### src/rtl/fx2_pkg.sv
`default_nettype none

package fx2_pkg;

	// FIFO addresses as seen on fifoadr
	localparam logic [1:0] ep_out_cmd   = 2'd0; // EP2
	localparam logic [1:0] ep_in_sample = 2'd2; // EP6
	localparam logic [1:0] ep_in_reply  = 2'd3; // EP8

	localparam logic [7:0] op_ping     = 8'h01;
	localparam logic [7:0] op_read_reg = 8'h02;
	localparam logic [7:0] ping_tag    = 8'hA5;

	// Word indices, byte address is index*4
	localparam logic [7:0] reg_id           = 8'd0;
	localparam logic [7:0] reg_ctrl         = 8'd1;
	localparam logic [7:0] reg_cmd_count    = 8'd2;
	localparam logic [7:0] reg_bad_count    = 8'd3;
	localparam logic [7:0] reg_sample_count = 8'd4;

	localparam logic [31:0] bridge_id = 32'hF2B0_0001;

	typedef struct packed {
		logic       valid;
		logic [7:0] opcode;
		logic [7:0] arg;
	} cmd_t;

	typedef struct packed {
		logic [7:0] data;
		logic       last;
	} reply_byte_t;

	typedef struct packed {
		logic       enable;
		logic [7:0] divider;
	} ctrl_cfg_t;

	typedef struct packed {
		logic cmd_ok;
		logic cmd_bad;
		logic sample_sent;
	} stats_evt_t;

	typedef struct packed {
		logic [7:0]  awaddr;
		logic        awvalid;
		logic [31:0] wdata;
		logic [3:0]  wstrb;
		logic        wvalid;
		logic        bready;
		logic [7:0]  araddr;
		logic        arvalid;
		logic        rready;
	} axil_req_t;

	typedef struct packed {
		logic        awready;
		logic        wready;
		logic [1:0]  bresp;
		logic        bvalid;
		logic        arready;
		logic [31:0] rdata;
		logic [1:0]  rresp;
		logic        rvalid;
	} axil_rsp_t;

endpackage

`default_nettype wire

### src/rtl/fx2_cmd_decoder.sv
`timescale 1ns/1ps
`default_nettype none

module fx2_cmd_decoder (
	input  logic                fifo_clk,
	input  logic                reset,
	input  logic [7:0]          cmd_byte,
	input  logic                cmd_wr,
	output fx2_pkg::cmd_t       cmd,
	output fx2_pkg::stats_evt_t evt
);
	logic have_opcode;
	logic [7:0] opcode;
	logic known;
	logic pair_done;
	logic cmd_valid;
	logic cmd_bad;
	logic [7:0] cmd_opcode;
	logic [7:0] cmd_arg;

	assign known = (opcode == fx2_pkg::op_ping) || (opcode == fx2_pkg::op_read_reg);
	assign pair_done = cmd_wr && have_opcode; // Second byte of the pair

	always_ff @(posedge fifo_clk)
	begin
		if (reset)
		begin
			have_opcode <= 1'b0;
			cmd_valid <= 1'b0;
			cmd_bad <= 1'b0;
		end
		else
		begin
			if (cmd_wr)
				have_opcode <= !have_opcode;
			cmd_valid <= pair_done && known;
			cmd_bad <= pair_done && !known;
		end
	end

	always_ff @(posedge fifo_clk)
	begin
		if (cmd_wr && !have_opcode)
			opcode <= cmd_byte;
		if (pair_done)
		begin
			cmd_opcode <= opcode;
			cmd_arg <= cmd_byte;
		end
	end

	assign cmd = '{valid: cmd_valid, opcode: cmd_opcode, arg: cmd_arg};
	assign evt = '{cmd_ok: cmd_valid, cmd_bad: cmd_bad, sample_sent: 1'b0}; // Samples merged at top

endmodule

`default_nettype wire

### config.mk
export PLATFORM = sky130hd
export DESIGN_NAME = fx2_cmd_decoder
export DESIGN_NICKNAME = d
export VERILOG_FILES = /design/src/rtl/fx2_pkg.sv /design/src/rtl/fx2_cmd_decoder.sv
export SDC_FILE = /design/constraint.sdc
export NUM_CORES = 1
export LEC_CHECK = 0
export BUFFER_PORTS_ARGS = -buffer_cell sky130_fd_sc_hd__buf_2
export CORE_MARGIN = 2
export CORE_UTILIZATION = 46
export CTS_CLUSTER_SIZE = 8
export DETAILED_ROUTE_END_ITERATION = 7
export PLACE_DENSITY = 0.74
export SYNTH_ARGS = -nofsm -noshare
export SYNTH_HDL_FRONTEND = slang
export SYNTH_SLANG_ARGS = --single-unit
### constraint.sdc
create_clock -name fifo_clk -period 1.8 [get_ports fifo_clk]
set_input_delay 0.09 -clock fifo_clk [delete_from_list [all_inputs] [get_ports fifo_clk]]
set_output_delay 0.09 -clock fifo_clk [all_outputs]
set_load 0.02 [all_outputs]
==> Word level (Yosys, flattened, before mapping) <==
Cells that the tools add are included.
Widths: inputs -> output; s select.
{ "op_classes": {"eq_ne": 2, "reduce_logical": 7} }
{ "op_table": {"columns": ["op", "count"], "rows": [
  ["$eq 8x1->1 const B", 1],
  ["$eq 8x2->1 const B", 1],
  ["$logic_and 1x1->1", 4],
  ["$logic_not 1->1", 2],
  ["$logic_or 1x1->1", 1]
]} }
{ "totals": {"register_bits": 27, "elab_cells": 15} }

==> Depth between registers and ports, before layout <==
{ "logic_depth": {"word_depth": 4, "ltp_mapped": 2} }

==> Worst setup path before layout <==
No wires, ideal clock.
{ "synth_timing": {"path_type": "flip-flop to flip-flop", "from": "register opcode[3]", "to": "register cmd_bad", "setup_ns": 0.122, "period_less_slack_ns": 1.349, "arrival_ns": 1.227, "path_stages_with_launch": 3, "path_slack_ns": 0.451, "n_path_buf": 0, "cell_sequence": "edfxtp_1 or4_4 o311a_1"} }
{ "synth_via": {"elab_chain_cells": 4, "word_cells_on_any_way": 5, "cone_classes": "2 x eq/ne; 3 x reduce/logical"} }
{ "synth_lines": {"columns": ["element", "line_no", "text"], "rows": [
  ["from (decl)", "fx2_cmd_decoder.sv:13", "logic [7:0] opcode;"],
  ["from (signal assigned)", "fx2_cmd_decoder.sv:44", "opcode <= cmd_byte;"],
  ["$eq 8x1->1 / $eq 8x2->1 (equally long branches)", "fx2_cmd_decoder.sv:21", "assign known = (opcode == fx2_pkg::op_ping) || (opcode == fx2_pkg::op_read_reg);"],
  ["$logic_or 1x1->1 (*)", "fx2_cmd_decoder.sv:21", null],
  ["$logic_not 1->1 (*)", "fx2_cmd_decoder.sv:37", "cmd_bad <= pair_done && !known;"],
  ["$logic_and 1x1->1 (*)", "fx2_cmd_decoder.sv:37", null],
  ["to (signal assigned)", "fx2_cmd_decoder.sv:37", null],
  ["to (decl)", "fx2_cmd_decoder.sv:17", "logic cmd_bad;"]
]} }
Mark *: on every way between the ends. The rest lies on a longest branch, timed or not.
A chain may end at the register's enable or synchronous reset.

==> Worst setup path after layout <==
Same ends and word-level chain as after synthesis.

==> summary.md <==
- **outcome** finished, final reports clean
- **Place WS** 0.395 ns
- **number of buffer cells added on primary ports** 29
- **sequential fraction of the synthesis area** 87.4%
- **synthesis warning total** 0
- **critical path required time** 2.00 ns
- **setup skew after layout** 0.00809 ns
- **initial DRC count** 11
- **quantity of gates resized following cts** 0
- **CTS tree** done
- **Initial Util** 50.1%
- **Post-Place Cell Area** 1050 µm²
- **final WL** 1310 µm
- **path category of the worst min-delay check** in -> reg
- **synthesized area per cell** 20.8 µm²
- **number of vias in the routed layout** 473
- **WP data arrival** 1.63 ns
- **die boundary width** 48.1 µm
- **final standard cell count with taps included and fillers excluded** 108
- **first-pass GRT wire length** 1820 µm
- **net count reported at finish** 95
- **initial antenna violation count** 0
- **Avg Vias per Cell** 4.38
- **clock latency on the worst-skew pair** 0.31 ns
- **areal power density over the cells** 918 nW/µm²
- **die outline area** 2310 µm²
- **post-layout worst setup margin** 0.374 ns
- **TNS Setup** 0 ns
- **placeable core region** 1780 µm²
- **number of clock buffers inserted by TritonCTS** 3
- **number of levels the H-tree was split into** 1
- **GRT Overall Usage** 12.2%
- **clock period minus worst slack** 1.43 ns
- **clock-pin slew on the worst setup and hold paths** 0.14 ns
- **routability-driven placement congestion ratio** 0.655
- **met1 Track Usage GR** 14.8%
- **Post-Syn Nets** 54
- **most common cell after layout, fill and taps aside** buf_2
- **GR met2 Demand/Resource** 20.3%
- **final setup violating endpoints** 0
- **antenna-violating nets left** 0
- **FF+latch count, synth** 27
- **number of placed instances, taps included** 95
- **antenna diode count** 0
- **final core area utilization** 65.9%
- **leakage** 0.457 nW
- **via count of the first global-routing pass** 423
- **most heavily used metal layer in global routing** met2
- **DRC violations left** 0
- **Avg WL per Cell** 12.1 µm
- **worst supply voltage drop on vdd** 620 µV
- **type of the worst setup path** reg -> reg
- **number of cells produced by synthesis** 43
- **pin count of the biggest net entering global routing** 18
- **Critical Path End Type** flip-flop
- **Sinks on Clock Net** 27
- **Layout area overhead** 31.5%
- **# Max-Cap Violations** 0
- **Period Utilization, post-route** 79.2%
- **GR Overflow Total** 0
- **peak clock frequency supported by timing** 0.701 GHz
- **share of final-layout standard cells stronger than drive strength 1** 44.6%
- **Worst setup SP type** flip-flop
- **maximum fanout count along the critical path** 2
- **netlist area before placement** 893 µm²
- **commonest cells after routing, fill and taps aside** buf_2 (29), edfxtp_1 (24), dlygate4sd3_1 (9), clkbuf_4 (3), dfxtp_1 (3)
- **clock tree root buffer cell** clkbuf_4
- **final non-filler cell area** 1170 µm²
- **global-route track usage on met3** 2.64%
- **top-level port count** 31
- **Final Hold Violating Endpoints** 0
- **Rows** 15
- **count of pins over their slew limit** 0
- **unrepaired setup endpoints after global routing** false
- **distinct cell type count after synthesis** 14
- **Longest Clk Path Bufs** 2
- **chip height** 48.1 µm
- **First-pass DRT Iterations** 3
## where the power goes
group	leakage (nW)	internal [mW]	switching (mW)
clock network	0.0139	0.0844	0.163
logic	0.195	0.0437	0.0549
registers	0.248	0.720	0.0130
## path summary, 6_finish.rpt
kind / startpoint / end / slack, ns / cells after the start
max reg2reg: opcode[3]$_DFFE_PP_ / cmd_bad$_SDFF_PP0_ / 0.37 / 2
min: cmd_wr / have_opcode$_SDFFE_PP0P_ / 0.05 / 3
min reg2reg: opcode[4]$_DFFE_PP_ / cmd_opcode[4]$_DFFE_PP_ / 0.48 / 0
max: opcode[3]$_DFFE_PP_ / cmd_bad$_SDFF_PP0_ / 0.37 / 2
## layout make-up
| type | count | area (µm²) |
|---|---|---|
| Clock buffer | 3 | 22.5 |
| Fill cell | 130 | 608 |
| Clock inverter | 1 | 7.51 |
| Multi-Input combinational cell | 11 | 78.8 |
| Tap cell | 25 | 31.3 |
| Sequential cell | 27 | 781 |
| Timing Repair Buffer | 40 | 250 |
| Inverter | 1 | 3.75 |
## per-stage QoR
stage                     hold WS, ns  power, mW
after floorplan                 0.162      0.794
after global placement          0.280      0.828
after detailed placement        0.282      0.833
after CTS                      0.0505       1.09
after global routing           0.0431       1.12
final                          0.0537       1.08
## what timing repair did
item | 4_1_cts | 5_1_grt
hold endpoints to repair | 17 | 0
buffers inserted | 0 | 0
hold buffers | 9 | 0
## worst max-delay path, stage by stage, from the launching register on
cell	delay, ns
edfxtp_1	0.42
or4_4	0.55
o311a_1	0.36
## cells in the mapped netlist
master / count / area (µm²)
edfxtp_1: 24 / 721
buf_4: 4 / 30.0
dfxtp_1: 3 / 60.1
xnor2_1: 2 / 17.5
and2_1: 1 / 6.26
conb_1: 1 / 3.75
inv_1: 1 / 3.75
nand3b_1: 1 / 7.51
nor2_1: 1 / 3.75
nor2b_1: 1 / 6.26
nor4_1: 1 / 6.26
o311a_1: 1 / 10.0
or2_2: 1 / 6.26
or4_4: 1 / 11.3
## state kept, by name, indices dropped and copies added (netlist names)
signal	cells
cmd_arg	8
cmd_bad	1
cmd_opcode	8
cmd_valid	1
have_opcode	1
opcode	8
## kinds of logic (layout without fill, tap and decap cells)
group / Yosys count / in the layout / share of synthesized area (%)
flops: 27 / 27 / 87.4
simple gates: 7 / 7 / 5.32
buf+inv: 5 / 45 / 3.78
xor+xnor: 2 / 2 / 1.96
other cells: 1 / 1 / 0.420
compound gates: 1 / 1 / 1.12
## layer usage
metal | wire length [µm] | part of all wire [%] | vias to the layer above
met3 | 50 | 3.8 | 6
met2 | 679 | 52 | 18
met1 | 534 | 41 | 215
met5 | 0 | 0 | -
met4 | 43 | 3.3 | 0
li1 | - | - | 234
(Power assumes the default switching activity.)
