===== config.mk =====
export PLATFORM = sky130hd
export DESIGN_NAME = fx2_reply_builder
export DESIGN_NICKNAME = d
export VERILOG_FILES = /design/src/rtl/fx2_pkg.sv /design/src/rtl/fx2_reply_builder.sv
export SDC_FILE = /design/constraint.sdc
export NUM_CORES = 1
export LEC_CHECK = 0
export ABC_AREA = 1
export BUFFER_PORTS_ARGS = -buffer_cell sky130_fd_sc_hd__clkbuf_2
export CORE_ASPECT_RATIO = 0.6
export CORE_MARGIN = 2
export CORE_UTILIZATION = 37
export CTS_CLUSTER_SIZE = 16
export DETAILED_ROUTE_END_ITERATION = 16
export MAX_ROUTING_LAYER = met4
export PLACE_DENSITY = 0.69
export SETUP_SLACK_MARGIN = 0.15
export SLEW_MARGIN = 0
export SYNTH_ARGS = -nofsm -noshare
export SYNTH_HDL_FRONTEND = slang
export SYNTH_SLANG_ARGS = --single-unit
export TNS_END_PERCENT = 1

===== constraint.sdc =====
create_clock -name fifo_clk -period 3.5 [get_ports fifo_clk]
set_clock_uncertainty 0.2 [all_clocks]
set_input_delay 0.175 -clock fifo_clk [delete_from_list [all_inputs] [get_ports fifo_clk]]
set_output_delay 0.175 -clock fifo_clk [all_outputs]
set_load 0.02 [all_outputs]

===== src/rtl/fx2_pkg.sv =====
`default_nettype none

package fx2_pkg;

	// FIFO addresses as seen on fifoadr
	localparam logic [1:0] ep_out_cmd   = 2'd0; // EP2
	localparam logic [1:0] ep_in_sample = 2'd2; // EP6
	localparam logic [1:0] ep_in_reply  = 2'd3; // EP8

	localparam logic [7:0] op_ping     = 8'h01;
	localparam logic [7:0] op_read_reg = 8'h02;
	localparam logic [7:0] ping_tag    = 8'hA5;

	// Word indices, byte address is index*4
	localparam logic [7:0] reg_id           = 8'd0;
	localparam logic [7:0] reg_ctrl         = 8'd1;
	localparam logic [7:0] reg_cmd_count    = 8'd2;
	localparam logic [7:0] reg_bad_count    = 8'd3;
	localparam logic [7:0] reg_sample_count = 8'd4;

	localparam logic [31:0] bridge_id = 32'hF2B0_0001;

	typedef struct packed {
		logic       valid;
		logic [7:0] opcode;
		logic [7:0] arg;
	} cmd_t;

	typedef struct packed {
		logic [7:0] data;
		logic       last;
	} reply_byte_t;

	typedef struct packed {
		logic       enable;
		logic [7:0] divider;
	} ctrl_cfg_t;

	typedef struct packed {
		logic cmd_ok;
		logic cmd_bad;
		logic sample_sent;
	} stats_evt_t;

	typedef struct packed {
		logic [7:0]  awaddr;
		logic        awvalid;
		logic [31:0] wdata;
		logic [3:0]  wstrb;
		logic        wvalid;
		logic        bready;
		logic [7:0]  araddr;
		logic        arvalid;
		logic        rready;
	} axil_req_t;

	typedef struct packed {
		logic        awready;
		logic        wready;
		logic [1:0]  bresp;
		logic        bvalid;
		logic        arready;
		logic [31:0] rdata;
		logic [1:0]  rresp;
		logic        rvalid;
	} axil_rsp_t;

endpackage

`default_nettype wire


===== src/rtl/fx2_reply_builder.sv =====
`timescale 1ns/1ps
`default_nettype none

module fx2_reply_builder (
	input  logic                 fifo_clk,
	input  logic                 reset,
	input  fx2_pkg::cmd_t        cmd,
	output fx2_pkg::reply_byte_t reply,
	output logic                 reply_rdy,
	input  logic                 reply_ack,
	output logic [7:0]           reg_index,
	input  logic [31:0]          reg_value
);
	logic [31:0] shreg;
	logic [2:0] remaining;
	logic accept;
	logic is_read;

	// Commands that arrive during a reply are dropped
	assign accept = cmd.valid && (remaining == 3'd0);
	assign is_read = (cmd.opcode == fx2_pkg::op_read_reg);
	assign reg_index = cmd.arg;

	always_ff @(posedge fifo_clk)
	begin
		if (reset)
			remaining <= 3'd0;
		else if (accept)
			remaining <= is_read ? 3'd4 : 3'd2;
		else if (reply_ack && remaining != 3'd0)
			remaining <= remaining - 3'd1;
	end

	always_ff @(posedge fifo_clk)
	begin
		if (accept)
		begin
			if (is_read)
				shreg <= reg_value; // Snapshot at accept time
			else
				shreg <= {16'h0000, cmd.arg, fx2_pkg::ping_tag};
		end
		else if (reply_ack)
			shreg <= {8'h00, shreg[31:8]}; // Low byte goes first
	end

	assign reply_rdy = (remaining != 3'd0);
	assign reply = '{data: shreg[7:0], last: remaining == 3'd1};

endmodule

`default_nettype wire


### After elaboration in Yosys (flattened, before gate mapping)

Index checks and enable logic that the tools add are counted.

* register bits after elaboration: 35
* input port bits: 52
* output and inout port bits: 18
* logic and storage cells: 17

* $add $sub $neg: 1
* equality and inequality tests: 2
* mux-type cells: 6
* reduce and logical (&&, ||, !) cells: 6

Operators with widths (count)
* two-way mux 32 bit: 3
* two-way mux 3 bit: 3
* equality test 8 x 2 -> 1 bit, second input constant: 1
* nonzero test 2 bit: 2
* equality test 3 x 1 -> 1 bit, second input constant: 1
* logical NOT 3 bit: 1
* nonzero test 3 bit: 1
* subtractor 3 x 1 -> 3 bit, second input constant: 1
* logical AND 1 bit: 2

### Longest topological paths before layout

* depth in word-level cells: 4
* mapped depth: 9
* mapped depth without buffers: 8

### Least setup slack after synthesis

Ideal clock, no wire load.

* kind: register to register
* start point: reg remaining[0]
* end point: reg shreg[0] (enable)
* library setup time: 0.478 ns
* arrival time: 1.644 ns
* data required time: 2.822 ns
* path slack: 1.178 ns
* stages on the path, launching flop included: 6
* path buffers: 1
* cells stage by stage: dfxtp_1 inv_1 ha_1 nand3_4 clkbuf_1 nand2_1

* cells in the longest elaborated chain, start to end: 3

Ends and longest elaborated chain
* start: declaration: RTL line fx2_reply_builder.sv:15 `logic [2:0] remaining;`
* start signal: assignment: RTL line fx2_reply_builder.sv:29 `remaining <= is_read ? 3'd4 : 3'd2;`
* start signal: assignment: RTL line fx2_reply_builder.sv:31 `remaining <= remaining - 3'd1;`
* logical NOT 3 bit: RTL line fx2_reply_builder.sv:20 `assign accept = cmd.valid && (remaining == 3'd0);`
* logical AND 1 bit: RTL line fx2_reply_builder.sv:20
* nonzero test 2 bit (no source line)
* end signal: assignment: RTL line fx2_reply_builder.sv:39 `shreg <= reg_value;`
* end signal: assignment: RTL line fx2_reply_builder.sv:41 `shreg <= {16'h0000, cmd.arg, fx2_pkg::ping_tag};`
* end signal: assignment: RTL line fx2_reply_builder.sv:44 `shreg <= {8'h00, shreg[31:8]};`
* end: declaration: RTL line fx2_reply_builder.sv:14 `logic [31:0] shreg;`

No other way between the ends.
A chain may end at the register's enable or synchronous reset.

### Worst setup path in the final report

* start point: reg remaining[0]
* end point: reg shreg[10], data pin

* cells in the longest elaborated chain, start to end: 3

Ends and longest elaborated chain
* logical NOT 3 bit: RTL line fx2_reply_builder.sv:20
* logical AND 1 bit: RTL line fx2_reply_builder.sv:20
* two-way mux 32 bit: RTL line fx2_reply_builder.sv:36 `if (accept)`

No other way between the ends.

==> flow_summary_export.csv <==
group,metric,value,unit
detailed_routing,vias,1473,
final_layout,diodes,0,
worst_setup_path,crit_type,"register to register",
run_status,status,"completed",
synth,synth_area_leaders,"edfxtp_1, nand2_1, buf_4",
synth,synth_flop_cell,"edfxtp_1",
clocking,numClockSinks,35,
worst_setup_path,r2r_slack,0.82,ns
clocking,hold_buffers,37,
worst_setup_path,cp.depth,9,
worst_setup_path,required,3.46,ns
clocking,cts_inserted_buffers,5,
detailed_routing,avgRoutedWirePerCell,10.84,microns
clocking,clk_latency,0.28,ns
floorplan,placeableCoreArea,0.004588,sq mm
power_and_ir_drop,power.internal,1.067,mW
synth,synth_xor_area_share,0,%
synth,yosys-top-cells-count,"nand2_1, edfxtp_1, inv_1",
global_route,antenna_found_initial,0,
final_layout,drive_above_1_share,29.58,%
worst_setup_path,crit_buf_inv,4,
global_route,grt_pass1_wl,6.161,mm
run,cap_violations,0,
power_and_ir_drop,power.switching,0.5368,mW
synth,syn_inst,190,
power_and_ir_drop,p_comb_share,38.2,%
worst_setup_path,endpoint_kind,"register",
floorplan,die_w,93.53,microns
timing,relSlewSlack,65.51,%
clocking,h-tree-depth,2,
synth,synth_mux_area_share,0,%
synth,avgSynthCellArea,9.364,sq um
power_and_ir_drop,p_leak,1.247,nW
worst_setup_path,critPathMaxFanout,25,
power_and_ir_drop,seqPwrFrac,44.6,%
synth,synth.most_common_cell,"nand2_1",
clocking,root_buffer,"clkbuf_8",
clocking,tritoncts,"built",
timing,max_freq,372.9,MHz
placed_design,io_buffers,69,
worst_setup_path,max_stage_delay,0.54,ns
floorplan,rows,19,
timing,setup_tns,0,ns
global_route,grt-ovfl-total,0,
power_and_ir_drop,p_clk_share,17.2,%
synth,synth_edf_count,32,
worst_setup_path,reg2reg_to,"shreg[10]$_DFFE_PP_",
worst_setup_path,ff2ff_path_depth,9,
detailed_routing,drt_pass1_iterations,4,
synth,yosysTopAreaCell,"edfxtp_1",
synth,syn_nets,245,
worst_setup_path,path_common_cell,"nand3_4",
timing,timing.final.crit_share,76.62,%
worst_setup_path,cp.arrival,2.64,ns
timing,maxSlewViolCount,0,
timing,worst_pin_slew,0.5162,ns
clocking,cts_setup_buffers,0,
detailed_routing,drc,0,
power_and_ir_drop,power,1.604,mW
timing,fin_crit,2.682,ns
synth,ys_async_sr_fraction,0,%
floorplan,die_height,57.72,microns
worst_setup_path,critPathCapture,"shreg[10]$_DFFE_PP_",
power_and_ir_drop,power.density,638.8,mW/mm^2
detailed_routing,final_antenna_net_count,0,
floorplan,pin_count,70,
final_layout,area_growth,41.14,%
synth,ys.warnings.count,0,
worst_setup_path,crit_path_start_kind,"register",
synth,ys_ff_latch,35,
worst_setup_path,reg2reg_from,"remaining[0]$_SDFFE_PP0P_",
worst_setup_path,crit_slowest_cell,"dlygate4sd3_1",
final_layout,fin_util,54.73,%
placed_design,hpwlAfterDp,2.475,mm
synth,ys_seq_area_share,57.38,%
synth,synth_area,0.001779,sq mm
worst_setup_path,startpoint,"remaining[0]$_SDFFE_PP0P_",
detailed_routing,totalWireLength,3.761,mm
global_route,grt_usage,15.59,%
synth,ys_types,17,
timing,finalSetupViolations,0,
floorplan,fp.dieArea,0.005398,sq mm
global_route,grt_pass1_vias,1404,
synth,yosys.area_share.adder,2.110,%
floorplan,initial_core_util,38.78,%
synth,post_synth_and_or_nand_nor_area_fraction,24.05,%
worst_hold_path,worstHoldPathType,"primary input to register",
worst_setup_path,crit_family,"buffers and inverters",
clocking,cts.repair.resized,0,
clocking,clockBufferDepth,2,
power_and_ir_drop,sw_frac_of_total,33.46,%
timing,finalHoldViolations,0,
synth,synth_compound_area_share,3.024,%
synth,synth_top_area_share,54.01,%
final_layout,final_nets,338,
synth,synth_top_family_by_area,"simple AND/OR/NAND/NOR gates",
placed_design,gp_congestion,0.7857,
detailed_routing,drt-initial-drc-count,107,
power_and_ir_drop,vdd_drop_max,240.7,uV
worst_setup_path,path_cells,"inv_1 -> ha_1 -> nand3_4 -> inv_4 -> nand3_4 -> inv_2 -> nand2_1 -> nand3_1 -> dlygate4sd3_1",
global_route,grt_max_degree,26,
clocking,clkSlewWorstSetupHoldPaths,0.07,ns
detailed_routing,post_drt_via_cell_ratio,4.245,
timing,rsz0062_at_grt,"no",
logic make-up after synthesis:
kind of cell / count (synthesis)
AND/OR/NAND/NOR: 101
buffers and inverters: 44
flip-flops: 35
AO/OA/AOI/OAI: 7
adder cells (fa/ha/maj): 3
per-layer routing:
metal  global-route usage [%]  vias up  share of wire [%]
li1                         -      773                  -
met1                    19.46      645                 46
met2                    24.05       48                 46
met3                    4.551        7                5.4
met4                    6.513        0                2.0
met5                        -        -                  0
worst min path at each step:
| stage | start | end | slack (ns) | depth (start not counted) |
|---|---|---|---|---|
| detailed placement | reset | remaining[2]$_SDFFE_PP0P_ | 0.16 | 2 |
| finish | cmd[0] | shreg[8]$_DFFE_PP_ | 0.004 | 3 |
| floorplan | reset | remaining[2]$_SDFFE_PP0P_ | 0.04 | 1 |
| global placement | reset | remaining[2]$_SDFFE_PP0P_ | 0.16 | 2 |
| global route | reg_value[8] | shreg[8]$_DFFE_PP_ | 0.003 | 3 |
| CTS | reg_value[25] | shreg[25]$_SDFFCE_PN0P_ | 0.00004 | 3 |
cell usage in the layout, fill, tap and decap left out, types with 3 or more instances in the layout:
master         Yosys  routed
dfxtp_1            3       3
edfxtp_1          32      32
dlygate4sd3_1      0      37
clkbuf_2           0      69
ha_1               3       3
nor2_1            11      11
o22a_1             4       4
inv_1             20      20
nand3_1           11      11
clkbuf_8           0       5
nand2_1           74      74
stage by stage:
| stage | hold WS (ns) | instance area, sq um | setup WS [ns] | std cells |
|---|---|---|---|---|
| final | 0.003661 | 2511 | 0.8184 | 347 |
| after global routing | 0.003344 | 2511 | 0.5919 | 347 |
| after CTS | 0.00003680 | 2511 | 0.8012 | 347 |
| after detailed placement | 0.1595 | 2061 | 1.175 | 302 |
| after global placement | 0.1563 | 2061 | 1.255 | 302 |
| after floorplan | 0.04407 | 1779 | 1.178 | 190 |
worst reg2reg max path: cells and delay by family, from the launching register on:
kind | cells | cell delay (ns)
adders and majority gates | 1 | 0.22
buffers and inverters | 4 | 1.16
DFF | 1 | 0.33
and+or+nand+nor | 4 | 0.66
area by class of cell:
type	count	area, sq um
Clock inverter	2	7.507
Tap cell	63	78.83
Multi-Input combinational cell	111	519.2
Sequential cell	35	1021
Timing Repair Buffer	107	723.2
Fill cell	416	2077
Inverter	23	88.84
Clock buffer	6	72.57
flip-flops by register name (all words and copies together) (netlist names):
name and cells:
remaining 3, shreg 32
power groups by stage:
stage | registers [mW] | clock network, mW | logic [mW]
2_1_floorplan | 0.716 | 0 | 0.442
3_3_place_gp | 0.722 | 0 | 0.517
3_5_place_dp | 0.725 | 0 | 0.524
4_1_cts | 0.717 | 0.280 | 0.615
5_1_grt | 0.733 | 0.293 | 0.685
6_report | 0.716 | 0.276 | 0.613
Power figures use the tool's default switching activity.
