File: src/rtl/fx2_pkg.sv
`default_nettype none

package fx2_pkg;

	// FIFO addresses as seen on fifoadr
	localparam logic [1:0] ep_out_cmd   = 2'd0; // EP2
	localparam logic [1:0] ep_in_sample = 2'd2; // EP6
	localparam logic [1:0] ep_in_reply  = 2'd3; // EP8

	localparam logic [7:0] op_ping     = 8'h01;
	localparam logic [7:0] op_read_reg = 8'h02;
	localparam logic [7:0] ping_tag    = 8'hA5;

	// Word indices, byte address is index*4
	localparam logic [7:0] reg_id           = 8'd0;
	localparam logic [7:0] reg_ctrl         = 8'd1;
	localparam logic [7:0] reg_cmd_count    = 8'd2;
	localparam logic [7:0] reg_bad_count    = 8'd3;
	localparam logic [7:0] reg_sample_count = 8'd4;

	localparam logic [31:0] bridge_id = 32'hF2B0_0001;

	typedef struct packed {
		logic       valid;
		logic [7:0] opcode;
		logic [7:0] arg;
	} cmd_t;

	typedef struct packed {
		logic [7:0] data;
		logic       last;
	} reply_byte_t;

	typedef struct packed {
		logic       enable;
		logic [7:0] divider;
	} ctrl_cfg_t;

	typedef struct packed {
		logic cmd_ok;
		logic cmd_bad;
		logic sample_sent;
	} stats_evt_t;

	typedef struct packed {
		logic [7:0]  awaddr;
		logic        awvalid;
		logic [31:0] wdata;
		logic [3:0]  wstrb;
		logic        wvalid;
		logic        bready;
		logic [7:0]  araddr;
		logic        arvalid;
		logic        rready;
	} axil_req_t;

	typedef struct packed {
		logic        awready;
		logic        wready;
		logic [1:0]  bresp;
		logic        bvalid;
		logic        arready;
		logic [31:0] rdata;
		logic [1:0]  rresp;
		logic        rvalid;
	} axil_rsp_t;

endpackage

`default_nettype wire

File: src/rtl/fx2_config_regs.sv
`timescale 1ns/1ps
`default_nettype none

module fx2_config_regs (
	input  logic                fifo_clk,
	input  logic                reset,
	input  fx2_pkg::axil_req_t  axil_req,
	output fx2_pkg::axil_rsp_t  axil_rsp,
	input  fx2_pkg::stats_evt_t evt,
	output fx2_pkg::ctrl_cfg_t  cfg,
	input  logic [7:0]          reg_index,
	output logic [31:0]         reg_value
);
	logic wr_ready;
	logic bvalid;
	logic rd_ready;
	logic rvalid;
	logic [31:0] rdata;
	logic [7:0] wr_index;
	logic [7:0] rd_index;
	logic sample_en;
	logic [7:0] sample_div;
	logic [31:0] cmd_count;
	logic [31:0] bad_count;
	logic [31:0] sample_count;

	function automatic logic [31:0] sat_inc(input logic [31:0] value, input logic hit);
		sat_inc = (hit && value != 32'hFFFF_FFFF) ? value + 32'd1 : value;
	endfunction

	function automatic logic [31:0] read_reg(input logic [7:0] index);
		case (index)
			fx2_pkg::reg_id:           read_reg = fx2_pkg::bridge_id;
			fx2_pkg::reg_ctrl:         read_reg = {16'h0000, sample_div, 7'h00, sample_en};
			fx2_pkg::reg_cmd_count:    read_reg = cmd_count;
			fx2_pkg::reg_bad_count:    read_reg = bad_count;
			fx2_pkg::reg_sample_count: read_reg = sample_count;
			default:                   read_reg = 32'h0000_0000;
		endcase
	endfunction

	assign wr_index = {2'b00, axil_req.awaddr[7:2]};
	assign rd_index = {2'b00, axil_req.araddr[7:2]};

	// Write channel, AW and W are taken together
	always_ff @(posedge fifo_clk)
	begin
		if (reset)
		begin
			wr_ready <= 1'b0;
			bvalid <= 1'b0;
			sample_en <= 1'b0;
			sample_div <= 8'd0;
		end
		else
		begin
			wr_ready <= axil_req.awvalid && axil_req.wvalid && !wr_ready && !bvalid;
			if (wr_ready)
			begin
				bvalid <= 1'b1;
				if (wr_index == fx2_pkg::reg_ctrl)
				begin
					if (axil_req.wstrb[0])
						sample_en <= axil_req.wdata[0];
					if (axil_req.wstrb[1])
						sample_div <= axil_req.wdata[15:8];
				end
			end
			else if (bvalid && axil_req.bready)
				bvalid <= 1'b0;
		end
	end

	always_ff @(posedge fifo_clk)
	begin
		if (reset)
		begin
			rd_ready <= 1'b0;
			rvalid <= 1'b0;
		end
		else
		begin
			rd_ready <= axil_req.arvalid && !rd_ready && !rvalid;
			if (rd_ready)
				rvalid <= 1'b1;
			else if (rvalid && axil_req.rready)
				rvalid <= 1'b0;
		end
	end

	always_ff @(posedge fifo_clk)
	begin
		if (rd_ready)
			rdata <= read_reg(rd_index);
	end

	always_ff @(posedge fifo_clk)
	begin
		if (reset)
		begin
			cmd_count <= 32'd0;
			bad_count <= 32'd0;
			sample_count <= 32'd0;
		end
		else
		begin
			cmd_count <= sat_inc(cmd_count, evt.cmd_ok);
			bad_count <= sat_inc(bad_count, evt.cmd_bad);
			sample_count <= sat_inc(sample_count, evt.sample_sent);
		end
	end

	always_comb
	begin
		reg_value = read_reg(reg_index); // Same-cycle port for the reply builder
	end

	assign cfg = '{enable: sample_en, divider: sample_div};

	assign axil_rsp = '{
		awready: wr_ready,
		wready:  wr_ready,
		bresp:   2'b00,
		bvalid:  bvalid,
		arready: rd_ready,
		rdata:   rdata,
		rresp:   2'b00,
		rvalid:  rvalid
	};

endmodule

`default_nettype wire

File: config.mk
export PLATFORM = sky130hd
export DESIGN_NAME = fx2_config_regs
export DESIGN_NICKNAME = d
export VERILOG_FILES = /design/src/rtl/fx2_pkg.sv /design/src/rtl/fx2_config_regs.sv
export SDC_FILE = /design/constraint.sdc
export NUM_CORES = 1
export LEC_CHECK = 0
export BUFFER_PORTS_ARGS = -buffer_cell sky130_fd_sc_hd__buf_2
export CAP_MARGIN = 5
export CORE_UTILIZATION = 56
export DETAILED_ROUTE_END_ITERATION = 10
export PLACE_DENSITY = 0.81
export RECOVER_POWER = 50
export SLEW_MARGIN = 20
export SYNTH_ARGS = -nofsm -noshare
export SYNTH_HDL_FRONTEND = slang
export SYNTH_SLANG_ARGS = --single-unit
File: constraint.sdc
create_clock -name fifo_clk -period 3.2 [get_ports fifo_clk]
set_input_delay 0.64 -clock fifo_clk [delete_from_list [all_inputs] [get_ports fifo_clk]]
set_output_delay 0.64 -clock fifo_clk [all_outputs]
set_load 0.01 [all_outputs]
; Yosys cells after proc, flatten, opt, wreduce, memory -nomap -nowiden
; Cells that the tools add are included.
; W data, S select, Z words.
[totals]
regBits = 141
in_bits = 70
output_inout_bits = 82
word_cells = 51
[op_classes]
n_addsub = 3
reduce_logical = 20
eq_ne = 12
muxes = 6
[op_table]
columns = operator, count
row1 = $pmux W32 S5, 2
row2 = $add A32 B1 Y32 const B, 3
row3 = $ne A32 B32 Y1 const B, 3
row4 = $eq A8 B2 Y1 const B, 2
row5 = $logic_not A8 Y1, 2
row6 = $eq A6 B1 Y1 const B, 2
row7 = $eq A6 B2 Y1 const B, 2
row8 = $logic_and A1 B1 Y1, 10
row9 = $eq A8 B1 Y1 const B, 1
row10 = $eq A8 B3 Y1 const B, 1
row11 = $eq A6 B3 Y1 const B, 1
row12 = $reduce_and A3 Y1, 2
row13 = $logic_not A1 Y1, 4
row14 = $mux W1, 4
row15 = $reduce_bool A2 Y1, 2

; Longest topological paths before layout
[depth]
word_depth = 3
depth_mapped = 9
ltp_nobuf = 6

; Worst setup path before layout
; Ideal clock, no wire load.
[synth_path]
kind = input to output
from = input reg_index[3]
to = output reg_value[15]
path_stages = 7
path_buffers = 2
required_ns = 2.560
arrival_time_ns = 2.253
setup_slack_ns = 0.307
path_cell_list = or4_1 -> nor3_1 -> and3b_1 -> clkbuf_1 -> clkbuf_1 -> a222oi_1 -> nand2_1
[synth_via]
elab_chain_cells = 2
elab_cells_between_ends = 6
classes_between = eq/ne (4) / mux (1) / reduce/logical (1)
[synth_lines]
columns = element, line
row1 = start: declaration, fx2_config_regs.sv:11  ; input logic [7:0] reg_index,
row2 = "$eq A8 B3 Y1, or another cell as far along", fx2_config_regs.sv:32  ; case (index)
row3 = $pmux W32 S5 *, fx2_config_regs.sv:32
row4 = end: declaration, fx2_config_regs.sv:12  ; output logic [31:0] reg_value
; Mark *: on every way between the ends. The rest lies on a longest branch, timed or not.

; Worst setup path after layout
; Same ends and word-level chain as after synthesis.

==> metrics.txt <==
GRT Util Overall=0.3156; Placement Rows=42; crit-path leading delay family=simple AND/OR/NAND/NOR gates; Worst EP arrival=2440 ps; CTS Buffer Depth=2; FF-to-FF Start=bad_count[16]$_SDFFE_PP0P_; share of layout cells above drive strength 1=0.1416; Post-synth EDFFs=32; post-synth top area share=0.2849; Max VDD drop=0.3489 mV; max-cap violation count=2; Place WS=88.45 ps; RSZ-0062 raised after global routing=no; distinct cell type count after synthesis=61; area added between synthesis and finish=15.75%; Power Density=453.8 nW/um2; via/cell ratio=6.511; largest net degree at the start of global routing=96; n_diodes=0; Hold Fails Final Rpt=0; core area=13300 um2; CP max-delay cell=or4_1; Fin Clk Skew=5.842 ps; CP startpoint kind=input pin; period utilization=0.9621; via count=7676; count leader, synth=nand2_1; WP buf/inv=3; TritonCTS clock tree=built; DIE AREA=14150 um2; CP dominant cell by count=buf_2; Post-Layout Cell Count=1179; CTS Sinks=141; worst-path fanout max=32; failing checks=design-rule violations, max-capacitance violations, max-slew violations; Leakage Power=0.003254 uW; post-layout min period=3079 ps; Seq/Total Area, Yosys=0.4103; Placed Instances=1147; Post-DP HPWL=15490 um; critical-path cell list=buf_2 -> or4_1 -> nor3_1 -> and3b_1 -> buf_12 -> a222oi_1 -> nand2_1 -> buf_2; Clock Pin Slew Worst Setup and Hold Paths=50 ps; HP Class=input pin to flop; Skew-Pair Late Insertion Delay=430 ps; max-slew violations=129; async set-reset flop share out of synthesis=0; hold depth=3; first-pass GRT wire length=34870 um; PortBufs=118; YS warnings=0; setup slack, reg-to-reg=410 ps; kind of critical path=input pin to output port; critical path required time=2560 ps; number of global-route vias before repair=6960; worst r2r path cells=6; clock root buffer=clkbuf_16; initial cell density of the core=0.5761; CTS buffer count=17; syn_area_per_cell=8.464 um2; nets=1063; Synth Flop Type=dfxtp_1; dominant cells by area after synthesis=dfxtp_1 28%, edfxtp_1 13%, a222oi_1 6.0%; Residual DRC=15; DRT iter0 DRCs=1300; Seq cells post-synth=141; routability congestion estimate=0.9890; Crit path largest cell delay=550 ps; Setup WS post-layout=121.4 ps; Fmax=0.3248 GHz; r2r endpoint=bad_count[2]$_SDFFE_PP0P_; endpoints failing setup=0; setup bufs post-CTS=0; worst hold slack=434.4 ps; DRT Wirelength=22130 um; Crit. End Element=output port; status=complete, but fails checks; I/O Pins=152; hold worst-path end=wr_ready$_SDFF_PP0_; initial antenna violation count=0; Synth top cells by count=112 x nand2_1, 109 x dfxtp_1, 61 x a21oi_1; synthesized cell area=7660 um2; global route total overflow=0; H-tree levels=4; worst slew pin tran=1937 ps; leading area contributor after synthesis=dfxtp_1; post-route setup TNS=0 ps; Slew Limit Headroom=-0.2914; DRT Pass-1 Iters=11; die height=119.0 um; wire per inst=18.77 um; worst hold start=axil_req[11]; Mapped Cells=905; Final ANT Viol Nets=0; Die Width=119.0 um
[layout by cell type, fill, tap and decap left out, types with 5 or more instances in the layout]
master | synthesis | routed
a222oi_1 | 46 | 46
a221oi_1 | 16 | 16
or3_1 | 34 | 34
clkbuf_8 | 0 | 6
nand4_1 | 31 | 31
nor4_1 | 14 | 13
clkbuf_16 | 0 | 19
nor3_1 | 10 | 9
inv_1 | 49 | 49
and2_1 | 9 | 9
xor2_1 | 5 | 5
nor2_1 | 58 | 57
a2111oi_0 | 5 | 5
xnor2_1 | 28 | 28
and3_1 | 10 | 10
a21oi_1 | 61 | 61
o21ai_0 | 35 | 35
clkbuf_1 | 47 | 55
or4_1 | 17 | 17
mux2_2 | 5 | 5
mux2i_1 | 5 | 5
and4_1 | 16 | 16
nand3_1 | 43 | 43
o31ai_1 | 12 | 12
buf_2 | 15 | 71
nand2_1 | 112 | 112
edfxtp_1 | 32 | 32
buf_4 | 10 | 14
dfxtp_1 | 109 | 109
nor2b_1 | 7 | 7
a211oi_1 | 13 | 13
[registers in the layout (all words and copies together) (netlist names)]
signal / flops
sample_count: 32
bvalid: 1
sample_en: 1
rvalid: 1
cmd_count: 32
rd_ready: 1
rdata: 32
bad_count: 32
sample_div: 8
wr_ready: 1
[cell families after synthesis]
| group | share of synthesized area |
|---|---|
| compound gates | 0.1973 |
| xor+xnor | 0.03773 |
| fa+ha+maj | 0.004901 |
| buf+inv | 0.06942 |
| flops | 0.4103 |
| mux | 0.01388 |
| other cells | 0.0004896 |
| simple gates | 0.2659 |
[final cells by class]
class,instances,area (um2)
fillers,1123,4429
multi-input cells,641,4020
flip-flops and latches,141,3143
repair buffers,139,680.7
clock buffers,28,569.3
well taps,176,220.2
inverters,50,187.7
clock inverters,4,45.04
[metrics by stage]
step,power [uW],instance area (um2),util
after global placement,2044,8344,0.6276
after floorplan,1984,7671,-
after global routing,4123,8866,0.6669
after detailed placement,2048,8344,0.6276
final,4023,8866,0.6669
after CTS,4037,8959,0.6738
[worst reg2reg max path: stages (launching register included)]
cell	delay (ps)
dfxtp_1	540
nand4_1	330
nor4_4	310
clkbuf_1	740
a21oi_1	330
a21bo_2	300
a21oi_1	120
[worst max-delay path by stage]
stage / from / end / slack [ps] / cells after the start
after CTS: reg_index[3] / reg_value[0] / 80 / 7
after global placement: reg_index[3] / reg_value[0] / 110 / 7
after detailed placement: reg_index[3] / reg_value[0] / 90 / 7
after global routing: reg_index[3] / reg_value[15] / 20 / 8
final: reg_index[3] / reg_value[15] / 120 / 8
after floorplan: reg_index[3] / reg_value[15] / 310 / 7
[layer usage]
| layer | global-route usage | wire length (um) | part of all wire |
|---|---|---|---|
| met1 | 0.4005 | 8700 | 0.39 |
| met2 | 0.4942 | 9989 | 0.45 |
| met3 | 0.09435 | 2722 | 0.12 |
| met4 | 0.1432 | 721 | 0.033 |
| met5 | 0 | 0 | 0 |
[timing repair]
action	4_1_cts	5_1_grt
gates resized for setup	0	1
setup endpoints to repair	0	3
hold buffers	0	0
endpoints found under the hold margin	0	0
[power breakdown]
part	internal, uW	total, uW	switching, uW
sequential	1850	1870	26.4
clock	1280	2010	731
combinational	45.6	137	91.1
No activity file was read; power rests on OpenSTA's default activity.
