===== src/rtl/fx2_pkg.sv =====
`default_nettype none

package fx2_pkg;

	// FIFO addresses as seen on fifoadr
	localparam logic [1:0] ep_out_cmd   = 2'd0; // EP2
	localparam logic [1:0] ep_in_sample = 2'd2; // EP6
	localparam logic [1:0] ep_in_reply  = 2'd3; // EP8

	localparam logic [7:0] op_ping     = 8'h01;
	localparam logic [7:0] op_read_reg = 8'h02;
	localparam logic [7:0] ping_tag    = 8'hA5;

	// Word indices, byte address is index*4
	localparam logic [7:0] reg_id           = 8'd0;
	localparam logic [7:0] reg_ctrl         = 8'd1;
	localparam logic [7:0] reg_cmd_count    = 8'd2;
	localparam logic [7:0] reg_bad_count    = 8'd3;
	localparam logic [7:0] reg_sample_count = 8'd4;

	localparam logic [31:0] bridge_id = 32'hF2B0_0001;

	typedef struct packed {
		logic       valid;
		logic [7:0] opcode;
		logic [7:0] arg;
	} cmd_t;

	typedef struct packed {
		logic [7:0] data;
		logic       last;
	} reply_byte_t;

	typedef struct packed {
		logic       enable;
		logic [7:0] divider;
	} ctrl_cfg_t;

	typedef struct packed {
		logic cmd_ok;
		logic cmd_bad;
		logic sample_sent;
	} stats_evt_t;

	typedef struct packed {
		logic [7:0]  awaddr;
		logic        awvalid;
		logic [31:0] wdata;
		logic [3:0]  wstrb;
		logic        wvalid;
		logic        bready;
		logic [7:0]  araddr;
		logic        arvalid;
		logic        rready;
	} axil_req_t;

	typedef struct packed {
		logic        awready;
		logic        wready;
		logic [1:0]  bresp;
		logic        bvalid;
		logic        arready;
		logic [31:0] rdata;
		logic [1:0]  rresp;
		logic        rvalid;
	} axil_rsp_t;

endpackage

`default_nettype wire


===== src/rtl/fx2_sample_source.sv =====
`timescale 1ns/1ps
`default_nettype none

module fx2_sample_source (
	input  logic               fifo_clk,
	input  logic               reset,
	input  fx2_pkg::ctrl_cfg_t cfg,
	output logic [7:0]         sample,
	output logic               sample_rdy,
	input  logic               sample_ack,
	output logic               sample_sent
);
	logic [7:0] count;
	logic [7:0] div_cnt;
	logic rdy;
	logic ack;

	assign ack = sample_ack && rdy;

	always_ff @(posedge fifo_clk)
	begin
		if (reset)
		begin
			count <= 8'd0;
			div_cnt <= 8'd0;
			rdy <= 1'b0;
		end
		else if (ack)
		begin
			count <= count + 8'd1;
			rdy <= cfg.enable && (cfg.divider == 8'd0); // Back to back when undivided
			div_cnt <= (cfg.divider == 8'd0) ? 8'd0 : cfg.divider - 8'd1;
		end
		else if (!rdy && cfg.enable)
		begin
			if (div_cnt == 8'd0)
				rdy <= 1'b1;
			else
				div_cnt <= div_cnt - 8'd1;
		end
	end

	// A byte that is already offered stays until it is taken
	assign sample = count;
	assign sample_rdy = rdy;
	assign sample_sent = ack;

endmodule

`default_nettype wire


===== config.mk =====
export PLATFORM = sky130hd
export DESIGN_NAME = fx2_sample_source
export DESIGN_NICKNAME = d
export VERILOG_FILES = /design/src/rtl/fx2_pkg.sv /design/src/rtl/fx2_sample_source.sv
export SDC_FILE = /design/constraint.sdc
export NUM_CORES = 1
export LEC_CHECK = 0
export BUFFER_PORTS_ARGS = -buffer_cell sky130_fd_sc_hd__buf_2
export CORE_MARGIN = 4
export CORE_UTILIZATION = 56
export CTS_BUF_LIST = sky130_fd_sc_hd__clkbuf_16
export DETAILED_ROUTE_END_ITERATION = 16
export PLACE_DENSITY = 0.87
export SLEW_MARGIN = 10
export SYNTH_ARGS = -nofsm -noshare
export SYNTH_HDL_FRONTEND = slang
export SYNTH_SLANG_ARGS = --single-unit
export TNS_END_PERCENT = 50

===== constraint.sdc =====
create_clock -name fifo_clk -period 3 [get_ports fifo_clk]
set_input_delay 0.45 -clock fifo_clk [delete_from_list [all_inputs] [get_ports fifo_clk]]
set_output_delay 0.45 -clock fifo_clk [all_outputs]
set_load 0.01 [all_outputs]

# --- Word-level counts from Yosys, hierarchy flattened ---
# Index checks and enable logic that the tools add are counted.
totals:
  wordCells: 24
  regBits: 17
  in_bits: 12
  output_inout_bits: 10
op_classes:
  muxes: 7
  add_sub_neg: 3
  n_eq_ne: 1
  n_reduce_logical: 10
op_table:
  columns: ["op", "count"]
  rows:
  - ["$mux 8", 4]
  - ["$logic_not 8->1", 2]
  - ["$sub 8x1->8 const B", 2]
  - ["$add 8x1->8 const B", 1]
  - ["$reduce_and 2->1", 2]
  - ["$reduce_bool 2->1", 2]
  - ["$logic_and 1x1->1", 3]
  - ["$mux 1", 3]
  - ["$ne 2x2->1 const B", 1]
  - ["$logic_not 1->1", 1]

# --- Longest topological paths before layout ---
logic_depth:
  ltp_word: 4
  depth_mapped: 6
  ltp_nobuf: 6

# --- Worst setup path after synthesis ---
# No wires, ideal clock.
synth_path:
  kind: "register to register"
  startpoint: "reg rdy (netlist: sample_rdy)"
  endpoint: "reg div_cnt[6]"
  setup_ns: 0.091
  t_arrival_ns: 1.830
  n_path_buf: 0
  required_ns: 2.909
  synth_period_minus_slack_ns: 1.921
  path_slack_ns: 1.079
  stages_incl_launch_ff: 5
  cell_sequence: "dfxtp_1 -> or4b_1 -> a211o_1 -> or4_1 -> a311oi_1"
synth_via:
  elab_chain_cells: 4
  word_cells_on_any_way: 7
  classes_between: "1 x eq/ne; 1 x mux; 5 x reduce/logical"
synth_rtl:
  columns: ["item", "line_no", "rtl"]
  rows:
  - ["start: declaration", "fx2_sample_source.sv:15", "logic rdy;"]
  - ["start signal: assignment", "fx2_sample_source.sv:31", "rdy <= cfg.enable && (cfg.divider == 8'd0);"]
  - ["$logic_not 1->1", "fx2_sample_source.sv:34", "else if (!rdy && cfg.enable)"]
  - ["$logic_and 1x1->1", "fx2_sample_source.sv:34", null]
  - ["$reduce_bool 2->1 (no source line)", null, null]
  - ["$reduce_and 2->1 (no source line)", null, null]
  - ["end signal: assignment", "fx2_sample_source.sv:32", "div_cnt <= (cfg.divider == 8'd0) ? 8'd0 : cfg.divider - 8'd1;"]
  - ["end signal: assignment", "fx2_sample_source.sv:39", "div_cnt <= div_cnt - 8'd1;"]
  - ["end: declaration", "fx2_sample_source.sv:14", "logic [7:0] div_cnt;"]
# Several ways; a longest one is shown, not always the timed one.
# A chain may end at the register's enable or synchronous reset.

# --- Worst setup path after layout ---
layout_path:
  startpoint: "reg div_cnt[0]"
  endpoint: "reg div_cnt[1]"
layout_via:
  elab_chain_cells: 4
  word_cells_on_any_way: 7
  classes_between: "1 x add/sub; 1 x eq/ne; 3 x mux; 2 x reduce/logical"
layout_rtl:
  columns: ["item", "line_no", "rtl"]
  rows:
  - ["$sub 8x1->8", "fx2_sample_source.sv:39", null]
  - ["$mux 8", "fx2_sample_source.sv:36", "if (div_cnt == 8'd0)"]
  - ["$mux 8", "fx2_sample_source.sv:34", null]
  - ["$mux 8", "fx2_sample_source.sv:28", "else if (ack)"]
# Several ways; a longest one is shown, not always the timed one. The select of a mux whose other input is x is not followed.

==> impl_metrics.env <==
export IMPL_status="finished, final reports clean"
export IMPL_dpl_cell_area_mm2=0.00115
export IMPL_drcViolationCount=0
export IMPL_synth_edf_count=0
export IMPL_synth_async_reset_ratio_pct=0
export IMPL_rsz0062_at_grt="no"
export IMPL_power_frac_comb_pct=41.1
export IMPL_ant_nets=0
export IMPL_drive_gt1_share_pct=17.7
export IMPL_syn_inst=125
export IMPL_cpPeakStageDelay_ns=0.46
export IMPL_initial_core_util_pct=59.3
export IMPL_r2r_end="div_cnt[1]$_SDFFE_PP0P_"
export IMPL_mostFrequentLayoutCell="buf_2"
export IMPL_num_vias=962
export IMPL_wl_met2_um=1030
export IMPL_grt_max_degree=20
export IMPL_maxUsedRoutingLayer="met3"
export IMPL_endpoint_kind="flip-flop"
export IMPL_power_leakage_uw=0.000535
export IMPL_r2r_slack_ns=0.95
export IMPL_cp_start_kind="flip-flop"
export IMPL_fp_row_count=15
export IMPL_core_area_mm2=0.00173
export IMPL_cp_required_ns=3.15
export IMPL_reg2reg_depth=6
export IMPL_grt_pass1_vias=833
export IMPL_cp_max_fo=3
export IMPL_numCtsBuffers=3
export IMPL_fp_dieArea_mm2=0.00258
export IMPL_post_route_period_util_pct=68.2
export IMPL_instances_no_fill=172
export IMPL_io_buffers=21
export IMPL_ir_worst_vdd_mv=0.571
export IMPL_fin_nets=165
export IMPL_clkLatencyLatePin_ns=0.25
export IMPL_synth_seq_cells=17
export IMPL_r2r_start="div_cnt[0]$_SDFFE_PP0P_"
export IMPL_yosysSeqAreaShare_pct=33.3
export IMPL_grt_overflow_total=0
export IMPL_seq_power_share_pct=33.5
export IMPL_slew_viol_final=0
export IMPL_wl_per_cell_um=13.0
export IMPL_cts_root_buf="clkbuf_16"
export IMPL_internal_power_uw=653
export IMPL_critPathSlowestCell="or3b_2"
export IMPL_place_hpwl_um=1640
export IMPL_path_delay_family="compound AO/OA/AOI/OAI gates"
export IMPL_grt_pass1_wl_um=3560
export IMPL_post_cts_repair_setup_buffers=0
export IMPL_fmax_mhz=489
export IMPL_critPathKind="reg2reg"
export IMPL_synth_nets=142
export IMPL_place_inst=168
export IMPL_crit_start="div_cnt[0]$_SDFFE_PP0P_"
export IMPL_place_gp_congestion=0.813
export IMPL_slew_headroom_pct=52.9
export IMPL_final_cell_mix="buf_2 (21), dfxtp_1 (17), nor2_1 (12)"
export IMPL_p_sw_share_pct=37.3
export IMPL_route_layer_met1_wl_um=1090
export IMPL_fill_cells=148
export IMPL_pwr_share_clk_pct=25.4
export IMPL_multi_input_area_um2=634
export IMPL_htree_levels=1
export IMPL_fin_crit_ns=2.05
export IMPL_maxCapViolations=0
export IMPL_grt_usage_pct=18.2
export IMPL_drt_vias_per_instance=5.59
export IMPL_wl_met3_um=116
export IMPL_area_growth_synth_to_final_pct=20.0
export IMPL_antenna_found_initial=0
export IMPL_hold_viol=0
export IMPL_clockBufferDepth=2
export IMPL_ys_flop_type="dfxtp_1"
export IMPL_crit_top_cell="o21ai_0"
export IMPL_finalSetupTns_ns=0
export IMPL_fin_worst_skew_ns=0.00192
export IMPL_ios=22
export IMPL_synth_area_mm2=0.00102
export IMPL_yosysUniqueCellTypes=36
export IMPL_cp_cell_sequence="inv_1 > ha_1 > or3b_2 > o21ai_0 > o21ai_0 > a221oi_1"
export IMPL_tightest_slew_ns=0.700
export IMPL_p_switching_uw=388
export IMPL_wl_um=2240
export IMPL_drt_iter0_markers=28
export IMPL_design_area_mm2=0.00123
export IMPL_seq_area_um2=340
export IMPL_die_w_um=50.8
export IMPL_clk_pin_slew_worst_paths_ns=0.05
export IMPL_crit_end="div_cnt[1]$_SDFFE_PP0P_"
export IMPL_cts_tree="built"
export IMPL_ctsResizeCount=0
export IMPL_power_density_mw_per_mm2=848
export IMPL_power_total_uw=1040
export IMPL_crit_cells=6
export IMPL_dr_pass1_iters=4
export IMPL_fp_dieH_um=50.8
export IMPL_cts_sinks=17
export IMPL_critPathBufInv=1
export IMPL_setup_viol=0
export IMPL_antenna_cells=0
export IMPL_hold_class="reg2reg"
export IMPL_ys_warn_count=0
export IMPL_cp_data_arrival_time_ns=2.20
export IMPL_hold_buffers=0
export IMPL_syn_avg_cell_area_um2=8.19
==> power groups by stage <==
stage	Combinational, µW	Clock (µW)	Sequential [µW]
after floorplan	327	0	338
after global placement	402	0	345
after detailed placement	409	0	349
after CTS	423	267	346
after global routing	471	277	360
final	428	264	349
==> final cells by class <==
class | instances | area share [%]
Clock inverter | 1 | 0.407
Timing Repair Buffer | 21 | 8.55
Clock buffer | 3 | 6.11
Multi-Input combinational cell | 95 | 51.6
Tap cell | 25 | 2.55
Sequential cell | 17 | 27.7
Inverter | 10 | 3.05
==> synth_stat cells (2+ instances only) <==
| cell type | n | area [µm²] |
|---|---|---|
| o21ai_0 | 2 | 10.0 |
| nor3_1 | 5 | 25.0 |
| nor2_1 | 12 | 45.0 |
| buf_1 | 2 | 7.51 |
| a311oi_1 | 2 | 17.5 |
| dfxtp_1 | 17 | 340 |
| or4_1 | 2 | 15.0 |
| and3_1 | 2 | 12.5 |
| ha_1 | 5 | 62.6 |
| nor3b_1 | 4 | 30.0 |
| a221oi_1 | 2 | 17.5 |
| xnor2_1 | 5 | 43.8 |
| nor4_1 | 2 | 12.5 |
| nand2b_1 | 3 | 18.8 |
| nand3_1 | 4 | 20.0 |
| nand4_1 | 4 | 25.0 |
| inv_1 | 10 | 37.5 |
| xor2_1 | 8 | 70.1 |
| a21oi_1 | 7 | 35.0 |
| nand2_1 | 10 | 37.5 |
| o211ai_1 | 2 | 15.0 |
==> layer usage <==
layer  track usage (%)  vias to the layer above
li1                  -                      493
met3              4.45                        0
met1              23.3                      444
met5                 0                        -
met2              30.2                       25
met4              4.93                        0
==> metrics by stage <==
stage                     hold WS, ns  util, %  setup slack (ns)
after global routing            0.516     71.2             0.794
after global placement          0.474     66.5             0.946
after detailed placement        0.493     66.5             0.851
after CTS                       0.494     71.2             0.970
after floorplan                 0.484        -              1.08
final                           0.495     71.2             0.954
==> worst min-delay path, delay by kind of cell, from the launching register on <==
| family | cells | cell delay, ns |
|---|---|---|
| simple gates | 1 | 0.07 |
| compound gates | 1 | 0.05 |
| flops | 1 | 0.32 |
==> flip-flops by register name, indices dropped and copies added, names as in the netlist <==
name	cells
sample_rdy	1
sample	8
div_cnt	8
==> cell families after synthesis <==
kind of cell	share of synthesized area, %
buffers and inverters	4.77
AOI/OAI and AO/OA	17.7
and+or+nand+nor	26.0
adders and majority gates	6.11
muxes	0.978
DFF	33.3
xor gates and xnor gates	11.1
==> worst min path at each step <==
stage                                 start                       to  cells after the start
floorplan           div_cnt[3]$_SDFFE_PP0P_  div_cnt[3]$_SDFFE_PP0P_                      2
CTS                                  cfg[7]  div_cnt[7]$_SDFFE_PP0P_                      3
finish               sample[1]$_SDFFE_PP0P_   sample[1]$_SDFFE_PP0P_                      2
detailed placement   sample[1]$_SDFFE_PP0P_   sample[1]$_SDFFE_PP0P_                      2
global placement     sample[1]$_SDFFE_PP0P_   sample[1]$_SDFFE_PP0P_                      2
global route                         cfg[7]  div_cnt[7]$_SDFFE_PP0P_                      3
Note: power is estimated with default switching activity, not from simulation.
